===== config.mk =====
export PLATFORM = sky130hd
export DESIGN_NAME = game_top
export DESIGN_NICKNAME = d
export VERILOG_FILES = /design/src/game_pkg.sv /design/src/game_top.sv /design/src/enemy_grid.sv /design/src/spawn_lfsr.sv /design/src/player_fsm.sv /design/src/tick_timer.sv
export SDC_FILE = /design/constraint.sdc
export NUM_CORES = 1
export LEC_CHECK = 0
export ABC_AREA = 1
export ABC_CLOCK_PERIOD_IN_PS = 4600
export BUFFER_PORTS_ARGS = -buffer_cell sky130_fd_sc_hd__buf_2
export CELL_PAD_IN_SITES_DETAIL_PLACEMENT = 1
export CELL_PAD_IN_SITES_GLOBAL_PLACEMENT = 1
export CORE_UTILIZATION = 42
export DETAILED_ROUTE_END_ITERATION = 10
export GPL_TIMING_DRIVEN = 0
export PLACE_DENSITY = 0.82
export SLEW_MARGIN = 20
export SYNTH_ARGS = -nofsm -noshare
export SYNTH_HDL_FRONTEND = slang
export SYNTH_SLANG_ARGS = --single-unit

===== constraint.sdc =====
create_clock -name blockieee_clock -period 4.6 [get_ports blockieee_clock]
set_input_delay 0.69 -clock blockieee_clock [delete_from_list [all_inputs] [get_ports blockieee_clock]]
set_output_delay 0.69 -clock blockieee_clock [all_outputs]
set_load 0.01 [all_outputs]

===== src/game_pkg.sv =====
package game_pkg;

    //////////////////////////////////////////////////
    // Playfield geometry
    //////////////////////////////////////////////////

    // Enemy rows and columns
    localparam int ROWS = 5;
    localparam int COLS = 6;

    // Bits per enemy colour cell
    localparam int COLOR_W = 3;

    // One spawn colour per row, packed row 0 lowest
    localparam int SPAWN_W = ROWS * COLOR_W;

    // Flattened grid, row-major
    localparam int GRID_W = ROWS * COLS * COLOR_W;

    // Player row, 0 is the top row
    typedef logic [3:0] pos_t;

    // Lowest row the player can reach
    localparam pos_t POS_MAX = 4'd10;
    // Row after reset or death
    localparam pos_t POS_HOME = 4'd5;

    //////////////////////////////////////////////////
    // Stick and timing
    //////////////////////////////////////////////////

    // Stick rest value and dead-zone half width
    localparam int STICK_CENTER = 128;
    localparam int STICK_TOL = 20;

    // Clock cycles per tick
    localparam int PLAYER_TICK_CYCLES = 4;
    localparam int ENEMY_TICK_CYCLES = 16;

    // Spawn LFSR start value, never all zero
    localparam logic [15:0] LFSR_SEED = 16'hACE1;

    // Player machine states
    typedef enum logic [1:0] {
        ST_STEADY = 2'd0,
        ST_UP     = 2'd1,
        ST_DOWN   = 2'd2,
        ST_DEAD   = 2'd3
    } player_state_t;

    // Enemy colours, raw value 7 unused
    typedef enum logic [COLOR_W-1:0] {
        CLR_EMPTY  = 3'd0,
        CLR_PURPLE = 3'd1,
        CLR_ORANGE = 3'd2,
        CLR_YELLOW = 3'd3,
        CLR_BLUE   = 3'd4,
        CLR_RED    = 3'd5,
        CLR_GREEN  = 3'd6
    } enemy_color_t;

endpackage

===== src/game_top.sv =====
`timescale 1ns/10ps

module game_top (
    input  logic                        blockieee_clock,
    input  logic                        rst,
    input  logic [7:0]                  stick_y,
    output logic [3:0]                  player_pos,
    output logic                        dead,
    output logic [game_pkg::GRID_W-1:0] grid_cells
);

    // Tick enables and wave phase
    logic player_tick;
    logic enemy_tick;
    logic wave_filling;

    // Grid to player machine and LFSR
    logic breach;
    logic advance;

    // Spawn colours for the right edge
    logic [game_pkg::SPAWN_W-1:0] spawn_colors;

    //////////////////////////////////////////////////
    // Timing
    //////////////////////////////////////////////////

    tick_timer u_tick_timer (
        .blockieee_clock (blockieee_clock),
        .rst             (rst),
        .player_tick     (player_tick),
        .enemy_tick      (enemy_tick),
        .wave_filling    (wave_filling)
    );

    //////////////////////////////////////////////////
    // Player and enemies
    //////////////////////////////////////////////////

    // Dead is also the top-level game-over flag
    player_fsm u_player_fsm (
        .blockieee_clock (blockieee_clock),
        .rst             (rst),
        .player_tick     (player_tick),
        .stick_y         (stick_y),
        .breach          (breach),
        .player_pos      (player_pos),
        .dead            (dead)
    );

    spawn_lfsr u_spawn_lfsr (
        .blockieee_clock (blockieee_clock),
        .rst             (rst),
        .advance         (advance),
        .spawn_colors    (spawn_colors)
    );

    // Grid freezes once dead is high
    enemy_grid u_enemy_grid (
        .blockieee_clock (blockieee_clock),
        .rst             (rst),
        .enemy_tick      (enemy_tick),
        .wave_filling    (wave_filling),
        .dead            (dead),
        .spawn_colors    (spawn_colors),
        .advance         (advance),
        .breach          (breach),
        .grid_cells      (grid_cells)
    );

endmodule


===== src/enemy_grid.sv =====
`timescale 1ns/10ps

module enemy_grid (
    input  logic                         blockieee_clock,
    input  logic                         rst,
    input  logic                         enemy_tick,
    input  logic                         wave_filling,
    input  logic                         dead,
    input  logic [game_pkg::SPAWN_W-1:0] spawn_colors,
    output logic                         advance,
    output logic                         breach,
    output logic [game_pkg::GRID_W-1:0]  grid_cells
);

    // Cell storage, column 0 is the player side
    game_pkg::enemy_color_t cells [game_pkg::ROWS][game_pkg::COLS];

    // Raw spawn colour per row
    logic [game_pkg::COLOR_W-1:0] spawn_raw [game_pkg::ROWS];

    // Column entering at the right edge
    game_pkg::enemy_color_t in_col [game_pkg::ROWS];

    // Any enemy already in column 0
    logic col0_busy;

    // Grid moves this cycle
    logic shift_en;

    //////////////////////////////////////////////////
    // Spawn column
    //////////////////////////////////////////////////

    // Slice one colour per row
    for (genvar r = 0; r < game_pkg::ROWS; r++) begin : g_spawn
        assign spawn_raw[r] = spawn_colors[r*game_pkg::COLOR_W +: game_pkg::COLOR_W];
    end

    // Raw 7 has no colour, shows as empty
    // Drain phase feeds empty cells
    always_comb begin
        for (int r = 0; r < game_pkg::ROWS; r++) begin
            if (!wave_filling || spawn_raw[r] == '1) begin
                in_col[r] = game_pkg::CLR_EMPTY;
            end else begin
                in_col[r] = game_pkg::enemy_color_t'(spawn_raw[r]);
            end
        end
    end

    //////////////////////////////////////////////////
    // Breach check and shift control
    //////////////////////////////////////////////////

    always_comb begin
        col0_busy = 1'b0;
        for (int r = 0; r < game_pkg::ROWS; r++) begin
            col0_busy = col0_busy | (cells[r][0] != game_pkg::CLR_EMPTY);
        end
    end

    // Occupied home column ends the game instead of shifting
    assign breach   = enemy_tick && !dead && col0_busy;
    assign shift_en = enemy_tick && !dead && !col0_busy;

    // Step the LFSR only when its colours were taken
    assign advance  = shift_en && wave_filling;

    //////////////////////////////////////////////////
    // Cell registers
    //////////////////////////////////////////////////

    always_ff @(posedge blockieee_clock) begin
        if (rst) begin
            for (int r = 0; r < game_pkg::ROWS; r++) begin
                for (int c = 0; c < game_pkg::COLS; c++) begin
                    cells[r][c] <= game_pkg::CLR_EMPTY;
                end
            end
        end else if (shift_en) begin
            for (int r = 0; r < game_pkg::ROWS; r++) begin
                // Every column takes its right neighbour
                for (int c = 0; c < game_pkg::COLS - 1; c++) begin
                    cells[r][c] <= cells[r][c+1];
                end
                cells[r][game_pkg::COLS-1] <= in_col[r];
            end
        end
    end

    //////////////////////////////////////////////////
    // Flattened output
    //////////////////////////////////////////////////

    // Row-major, row 0 column 0 in the low bits
    for (genvar r = 0; r < game_pkg::ROWS; r++) begin : g_row
        for (genvar c = 0; c < game_pkg::COLS; c++) begin : g_col
            assign grid_cells[(r*game_pkg::COLS + c)*game_pkg::COLOR_W +: game_pkg::COLOR_W] =
                cells[r][c];
        end
    end

endmodule


===== src/spawn_lfsr.sv =====
`timescale 1ns/10ps

module spawn_lfsr (
    input  logic                         blockieee_clock,
    input  logic                         rst,
    input  logic                         advance,
    output logic [game_pkg::SPAWN_W-1:0] spawn_colors
);

    // Fibonacci shift register
    logic [15:0] lfsr;

    // Taps 16, 14, 13, 11 in one-based terms
    logic feedback;

    assign feedback = lfsr[15] ^ lfsr[13] ^ lfsr[12] ^ lfsr[10];

    //////////////////////////////////////////////////
    // Shift on advance
    //////////////////////////////////////////////////

    // Grid samples the value before this step
    always_ff @(posedge blockieee_clock) begin
        if (rst) begin
            lfsr <= game_pkg::LFSR_SEED;
        end else if (advance) begin
            lfsr <= {lfsr[14:0], feedback};
        end
    end

    // Low bits give one colour per row
    // Row r sits at bits 3r+2 down to 3r
    assign spawn_colors = lfsr[game_pkg::SPAWN_W-1:0];

endmodule


===== src/player_fsm.sv =====
`timescale 1ns/10ps

module player_fsm (
    input  logic                blockieee_clock,
    input  logic                rst,
    input  logic                player_tick,
    input  logic [7:0]          stick_y,
    input  logic                breach,
    output game_pkg::pos_t      player_pos,
    output logic                dead
);

    // Current state and the state the stick asks for
    game_pkg::player_state_t state;
    game_pkg::player_state_t stick_state;

    // Position after one move in the current state
    game_pkg::pos_t next_pos;

    //////////////////////////////////////////////////
    // Stick decode
    //////////////////////////////////////////////////

    // Dead zone around the rest value
    // Pushing the stick up gives a larger value
    always_comb begin
        if (int'(stick_y) > game_pkg::STICK_CENTER + game_pkg::STICK_TOL) begin
            stick_state = game_pkg::ST_UP;
        end else if (int'(stick_y) < game_pkg::STICK_CENTER - game_pkg::STICK_TOL) begin
            stick_state = game_pkg::ST_DOWN;
        end else begin
            stick_state = game_pkg::ST_STEADY;
        end
    end

    //////////////////////////////////////////////////
    // Move with clamping
    //////////////////////////////////////////////////

    // Move follows the state held before the tick
    always_comb begin
        next_pos = player_pos;
        case (state)
            game_pkg::ST_UP: begin
                // Top row is 0
                if (player_pos != '0) begin
                    next_pos = player_pos - 1'b1;
                end
            end
            game_pkg::ST_DOWN: begin
                // Stop at the bottom row
                if (player_pos < game_pkg::POS_MAX) begin
                    next_pos = player_pos + 1'b1;
                end
            end
            default: begin
                next_pos = player_pos;
            end
        endcase
    end

    //////////////////////////////////////////////////
    // State and position registers
    //////////////////////////////////////////////////

    always_ff @(posedge blockieee_clock) begin
        if (rst) begin
            state      <= game_pkg::ST_STEADY;
            player_pos <= game_pkg::POS_HOME;
        end else if (breach) begin
            // Game over, back home and wait for reset
            state      <= game_pkg::ST_DEAD;
            player_pos <= game_pkg::POS_HOME;
        end else if (player_tick && state != game_pkg::ST_DEAD) begin
            // Stick sampled now moves the player on the next tick
            state      <= stick_state;
            player_pos <= next_pos;
        end
    end

    // Dead is just the state decoded
    assign dead = (state == game_pkg::ST_DEAD);

endmodule


===== src/tick_timer.sv =====
`timescale 1ns/10ps

module tick_timer (
    input  logic blockieee_clock,
    input  logic rst,
    output logic player_tick,
    output logic enemy_tick,
    output logic wave_filling
);

    // Free-running cycle counters
    logic [$clog2(game_pkg::PLAYER_TICK_CYCLES)-1:0] player_cnt;
    logic [$clog2(game_pkg::ENEMY_TICK_CYCLES)-1:0]  enemy_cnt;

    // Enemy ticks seen in the current wave phase
    logic [2:0] phase_cnt;

    //////////////////////////////////////////////////
    // Tick pulses
    //////////////////////////////////////////////////

    // Pulse on the last count of each period
    // Consumers act on the edge that ends this cycle
    assign player_tick = (player_cnt == game_pkg::PLAYER_TICK_CYCLES - 1);
    assign enemy_tick  = (enemy_cnt == game_pkg::ENEMY_TICK_CYCLES - 1);

    always_ff @(posedge blockieee_clock) begin
        if (rst) begin
            player_cnt <= '0;
        end else if (player_tick) begin
            player_cnt <= '0;
        end else begin
            player_cnt <= player_cnt + 1'b1;
        end
    end

    always_ff @(posedge blockieee_clock) begin
        if (rst) begin
            enemy_cnt <= '0;
        end else if (enemy_tick) begin
            enemy_cnt <= '0;
        end else begin
            enemy_cnt <= enemy_cnt + 1'b1;
        end
    end

    //////////////////////////////////////////////////
    // Wave phase
    //////////////////////////////////////////////////

    // One phase lasts as many ticks as the grid is wide
    // Starts in fill phase
    always_ff @(posedge blockieee_clock) begin
        if (rst) begin
            phase_cnt    <= '0;
            wave_filling <= 1'b1;
        end else if (enemy_tick) begin
            if (phase_cnt == game_pkg::COLS - 1) begin
                phase_cnt    <= '0;
                wave_filling <= ~wave_filling;
            end else begin
                phase_cnt <= phase_cnt + 1'b1;
            end
        end
    end

endmodule


# ---- Yosys cells after proc, flatten, opt, wreduce, memory -nomap -nowiden
# Memories as Yosys holds them, arrays and structs flattened.
# Cells that the tools add are included.
dict set report totals {
  output_inout_bits 95
  elab_cells 142
  input_bits 10
  regBits 32
  memories 1
  mem_bits_rw 90
}
dict set report op_classes {
  muxes 48
  n_eq_ne 14
  reduce_logical 26
  bitwise_logic 38
  magnitude_cmp 3
  add_sub_neg 5
}
# memory words width rd rd_clocked_by_memory_dff write_ports line_no
set mem_list {}
lappend mem_list {u_enemy_grid.cells 5 18 5 0 5 enemy_grid.sv:16} ;# game_pkg::enemy_color_t cells [game_pkg::ROWS][game_pkg::COLS];
# op n
set op_table {}
lappend op_table {{$mux W3} 36}
lappend op_table {{$or A1 B1 Y1} 34}
lappend op_table {{$eq A3 B3 Y1 const B} 6}
lappend op_table {{$reduce_bool A3 Y1} 5}
lappend op_table {{$add A4 B1 Y4 const B} 2}
lappend op_table {{$gt A8 B8 Y1 const B} 1}
lappend op_table {{$lt A8 B7 Y1 const B} 1}
lappend op_table {{$mux W2} 4}
lappend op_table {{$mux W4} 2}
lappend op_table {{$pmux W4 S2} 1}
lappend op_table {{$eq A2 B2 Y1 const B} 3}
lappend op_table {{$reduce_or A2 Y1} 3}
lappend op_table {{$logic_and A1 B1 Y1} 5}
lappend op_table {{$logic_or A1 B1 Y1} 5}
lappend op_table {{$mux W1} 5}
lappend op_table {{$eq A4 B4 Y1 const B} 1}
lappend op_table {{$lt A4 B4 Y1 const B} 1}
lappend op_table {{$ne A2 B1 Y1 const B} 2}
lappend op_table {{$reduce_and A4 Y1} 1}
lappend op_table {{$reduce_bool A2 Y1} 2}
lappend op_table {{$reduce_bool A4 Y1} 1}
lappend op_table {{$sub A4 B1 Y4 const B} 1}
lappend op_table {{$add A3 B1 Y3 const B} 1}
lappend op_table {{$logic_not A1 Y1} 3}
lappend op_table {{other kinds (6)} 8}

# ---- Depth between registers and ports, before layout
# An unclocked memory read counts as a cell.
dict set report depth {
  ltp_word 12
  mapped_depth 9
  mapped_depth_nobuf 9
}

# ---- Cells and area by module
# A second synthesis with hierarchy kept.
dict set report unflattened {
  hier_cells 541
  hier_area_um2 5674.2
}
# mod n_inst seq_area_each_um2 cells_per_inst area_each_um2
set modules_own_cells {}
lappend modules_own_cells {enemy_grid 1 2702.6 323 4070.2}
lappend modules_own_cells {spawn_lfsr 1 320.3 97 745.7}
lappend modules_own_cells {player_fsm 1 120.1 72 450.4}
lappend modules_own_cells {tick_timer 1 200.2 49 407.9}

# ---- Worst setup path after synthesis
# Ideal clock, no wire load.
dict set report synth_path {
  kind {input-to-reg}
  start {in rst}
  end {mem u_enemy_grid.cells[0][0] (netlist name), enable pin}
  stages 4
  setup_ns 0.860
  slack_ns 0.879
  required_time_ns 3.740
  t_arrival_ns 2.860
  cell_sequence {clkbuf_1 > inv_1 > clkbuf_1 > nand2_1}
}
# item line_no
set synth_lines {}
lappend synth_lines {{start: declaration} game_top.sv:5} ;# input logic rst,
lappend synth_lines {{end: declaration} enemy_grid.sv:16}

==> results.tsv <==
stage	metric	value	unit
pwr	worst vdd ir	0.201	mV
yosys	post-synthesis sequential area ratio	65.9	%
timing	Slew @ Worst Pin	0.624	ns
critical_path	Critical Path Sink Type	register	
critical_path	type of the worst setup path	in -> reg	
yosys	synth unique cells	27	
timing	number of setup violations in the final report	0	
global_route	busiest layer in global routing	met2	
finish	Seq. cell area	3340	µm²
yosys	Mapped Avg Cell Area	10.7	µm²
placed_design	final estimated routing congestion in global placement	0.754	
yosys	Async S/R FF share, synth	0	%
timing	Hold Slack	0.432	ns
clocking	Max clock buf depth	2	
finish	fin nets	616	
timing	Hold Vio Cnt, Final	0	
hold_path	Hold Crit Start	u_tick_timer.player_cnt[0]$_SDFF_PP0_	
finish	Layout area overhead	26.0	%
yosys	Post-Syn Nets	493	
timing	clock skew	0.00900	ns
floorplan	die width	112	µm
drt	total wire length	11700	µm
drt	DRC	12	
drt	post-route ant nets	0	
job	Max Cap Viol	0	
floorplan	Starting Density	43.7	%
floorplan	core area	11600	µm²
timing	Relative slew margins	58.4	%
finish	multi-input logic area	1300	µm²
pwr	P_leak	2.79	nW
yosys	FF+latch count, synth	122	
clocking	cts bufs inserted	17	
global_route	met2 global-route usage	38.5	%
finish	share of layout cells above drive strength 1	32.0	%
critical_path	arrival time at the worst endpoint	2.60	ns
yosys	Post-synth top flop	edfxtp_1	
global_route	largest net degree at the start of global routing	49	
status	failing checks	DRC	
yosys	Post-synth EDFFs	90	
placed_design	placed cell count	722	
drt	Vias per Instance	4.78	
finish	commonest non-fill, non-tap cells in the layout	buf_2, edfxtp_1, inv_1, nor2_1, nand2_1	
critical_path	Worst setup SP type	input port	
timing	min cycle time layout	2.51	ns
clocking	clock-pin slew on the worst setup and hold paths	0.05	ns
critical_path	Slowest cell on crit path	nand2_4	
clocking	clock sink count	122	
timing	RSZ-0062 raised after global routing	false	
clocking	root buf cell	clkbuf_16	
yosys	Yosys Warn Count	0	
critical_path	CP most frequent cell	clkbuf_1	
finish	leading cell type in the layout, fill and taps excluded	buf_2	
clocking	Setup Buffers After CTS	0	
finish	fill count	1302	
floorplan	row cnt	39	
critical_path	CP max FO	48	
yosys	Synth Instances	475	
pwr	Pwr Density	421	nW/µm²
critical_path	Cell Chain, Critical Path	clkbuf_1 -> inv_1 -> clkbuf_1 -> nand2_4 -> buf_16	
critical_path	R2R Path Start	u_enemy_grid.cells[0][53]$_SDFFCE_PN0P_	
global_route	overall routing resource usage	20.5	%
global_route	initial antenna violation count	0	
clocking	Clk Latency, worst-skew pair	0.41	ns
critical_path	CP required	4.69	ns
drt	DR pass1 iterations	8	
timing	final worst path period share	54.5	%
clocking	Post-CTS Hold Buffers	0	
clocking	H-Tree Depth	4	
critical_path	slowest stage delay, CP	0.57	ns
finish	# diodes	0	
global_route	GRT met3 Usage	5.39	%
timing	fmax	399	MHz
global_route	GRT Residual Overflow	0	
clocking	post_cts resized	0	
global_route	vias in the first global route	3869	
status	status	complete, but fails checks	
floorplan	IO Pins	105	
clocking	CTS tree	done	
finish	fin cells	753	
placed_design	HPWL Detailed	7820	µm
global_route	first-pass GRT wire length	19200	µm
floorplan	DIE HEIGHT	112	µm
critical_path	Critical Path Source	rst	
yosys	Synth Cell Area	5070	µm²
drt	wire per inst	15.6	µm
hold_path	min-delay worst type	reg -> reg	
floorplan	die area	12500	µm²
timing	count of final max-slew check failures	0	
placed_design	Port Buffers	103	
global_route	met1 usage in global routing	21.6	%
drt	initial drt markers	223	
drt	detailed-route via count	3601	
[final cells by class]
class / instances / share of cell area, %
Clock inverter: 12 / 2.43
Tap cell: 143 / 2.80
Multi-Input combinational cell: 249 / 20.3
Buffer: 13 / 1.53
Clock buffer: 19 / 6.78
Timing Repair Buffer: 104 / 8.50
Sequential cell: 122 / 52.3
Inverter: 91 / 5.35
[Yosys cell counts, types with 2 or more instances]
master | count | area share (%)
nor3_1 | 3 | 0.30
edfxtp_1 | 90 | 53
xnor2_1 | 5 | 0.86
nand2_1 | 53 | 3.9
buf_6 | 6 | 1.3
nor2_1 | 69 | 5.1
nand3_1 | 24 | 2.4
inv_1 | 89 | 6.6
nor2_4 | 2 | 0.44
clkbuf_1 | 6 | 0.44
xor2_1 | 3 | 0.52
a21oi_1 | 13 | 1.3
dfxtp_1 | 32 | 13
nor2_2 | 50 | 6.2
o21ai_0 | 11 | 1.1
ha_1 | 7 | 1.7
inv_2 | 2 | 0.15
[routing by layer]
layer	vias up	wire length, µm
met4	0	132
met3	14	560
met5	-	0
met2	95	6550
met1	1749	4470
li1	1743	-
[registers in the layout, indices dropped and copies added (netlist names)]
register	cells
u_player_fsm.state	2
u_tick_timer.phase_cnt	3
u_enemy_grid.cells	90
u_tick_timer.player_cnt	2
u_player_fsm.player_pos	4
u_tick_timer.enemy_cnt	4
u_tick_timer.wave_filling	1
u_spawn_lfsr.lfsr	16
[cell families (layout without fill, tap and decap cells)]
| logic type | after synthesis | in the layout | synth area share, % |
|---|---|---|---|
| AND/OR/NAND/NOR | 208 | 208 | 19.4 |
| flip-flops | 122 | 122 | 65.9 |
| buffers and inverters | 104 | 239 | 8.66 |
| AO/OA/AOI/OAI | 25 | 25 | 2.52 |
| adder cells (fa/ha/maj) | 8 | 8 | 2.12 |
| XOR/XNOR | 8 | 8 | 1.38 |
[metrics by stage]
stage / cell area (µm²) / utilization [%] / power, W / TNS [ns] / setup slack (ns)
after floorplan: 5070 / - / 0.00132 / 0 / 0.879
after global placement: 5770 / 49.7 / 0.00136 / -38.96 / -0.436
after detailed placement: 5800 / 50.0 / 0.00137 / 0 / 1.61
after CTS: 6390 / 55.0 / 0.00272 / 0 / 2.02
after global routing: 6390 / 55.0 / 0.00277 / 0 / 1.91
final: 6390 / 55.0 / 0.00269 / 0 / 2.09
[final timing paths]
| check | slack (ns) | endpoint | cells past startpoint |
|---|---|---|---|
| worst min register to register | 0.43 | u_tick_timer.player_cnt[0]$_SDFF_PP0_ | 1 |
| worst min-delay path | 0.43 | u_tick_timer.player_cnt[0]$_SDFF_PP0_ | 1 |
| worst max-delay path | 2.09 | u_enemy_grid.cells[0][84]$_SDFFCE_PN0P_ | 5 |
| worst max register to register | 2.29 | u_enemy_grid.cells[0][84]$_SDFFCE_PN0P_ | 6 |
[worst max-delay path, delay by kind of cell]
family	cells	cell delay, ns
simple gates	1	0.57
buf+inv	4	1.32
[where the power goes]
group / internal, W / switching (W) / total (W)
Combinational: 0.0000404 / 0.0000758 / 0.000116
Sequential: 0.00121 / 0.0000185 / 0.00123
Clock: 0.000890 / 0.000451 / 0.00134
(Power assumes the default switching activity.)
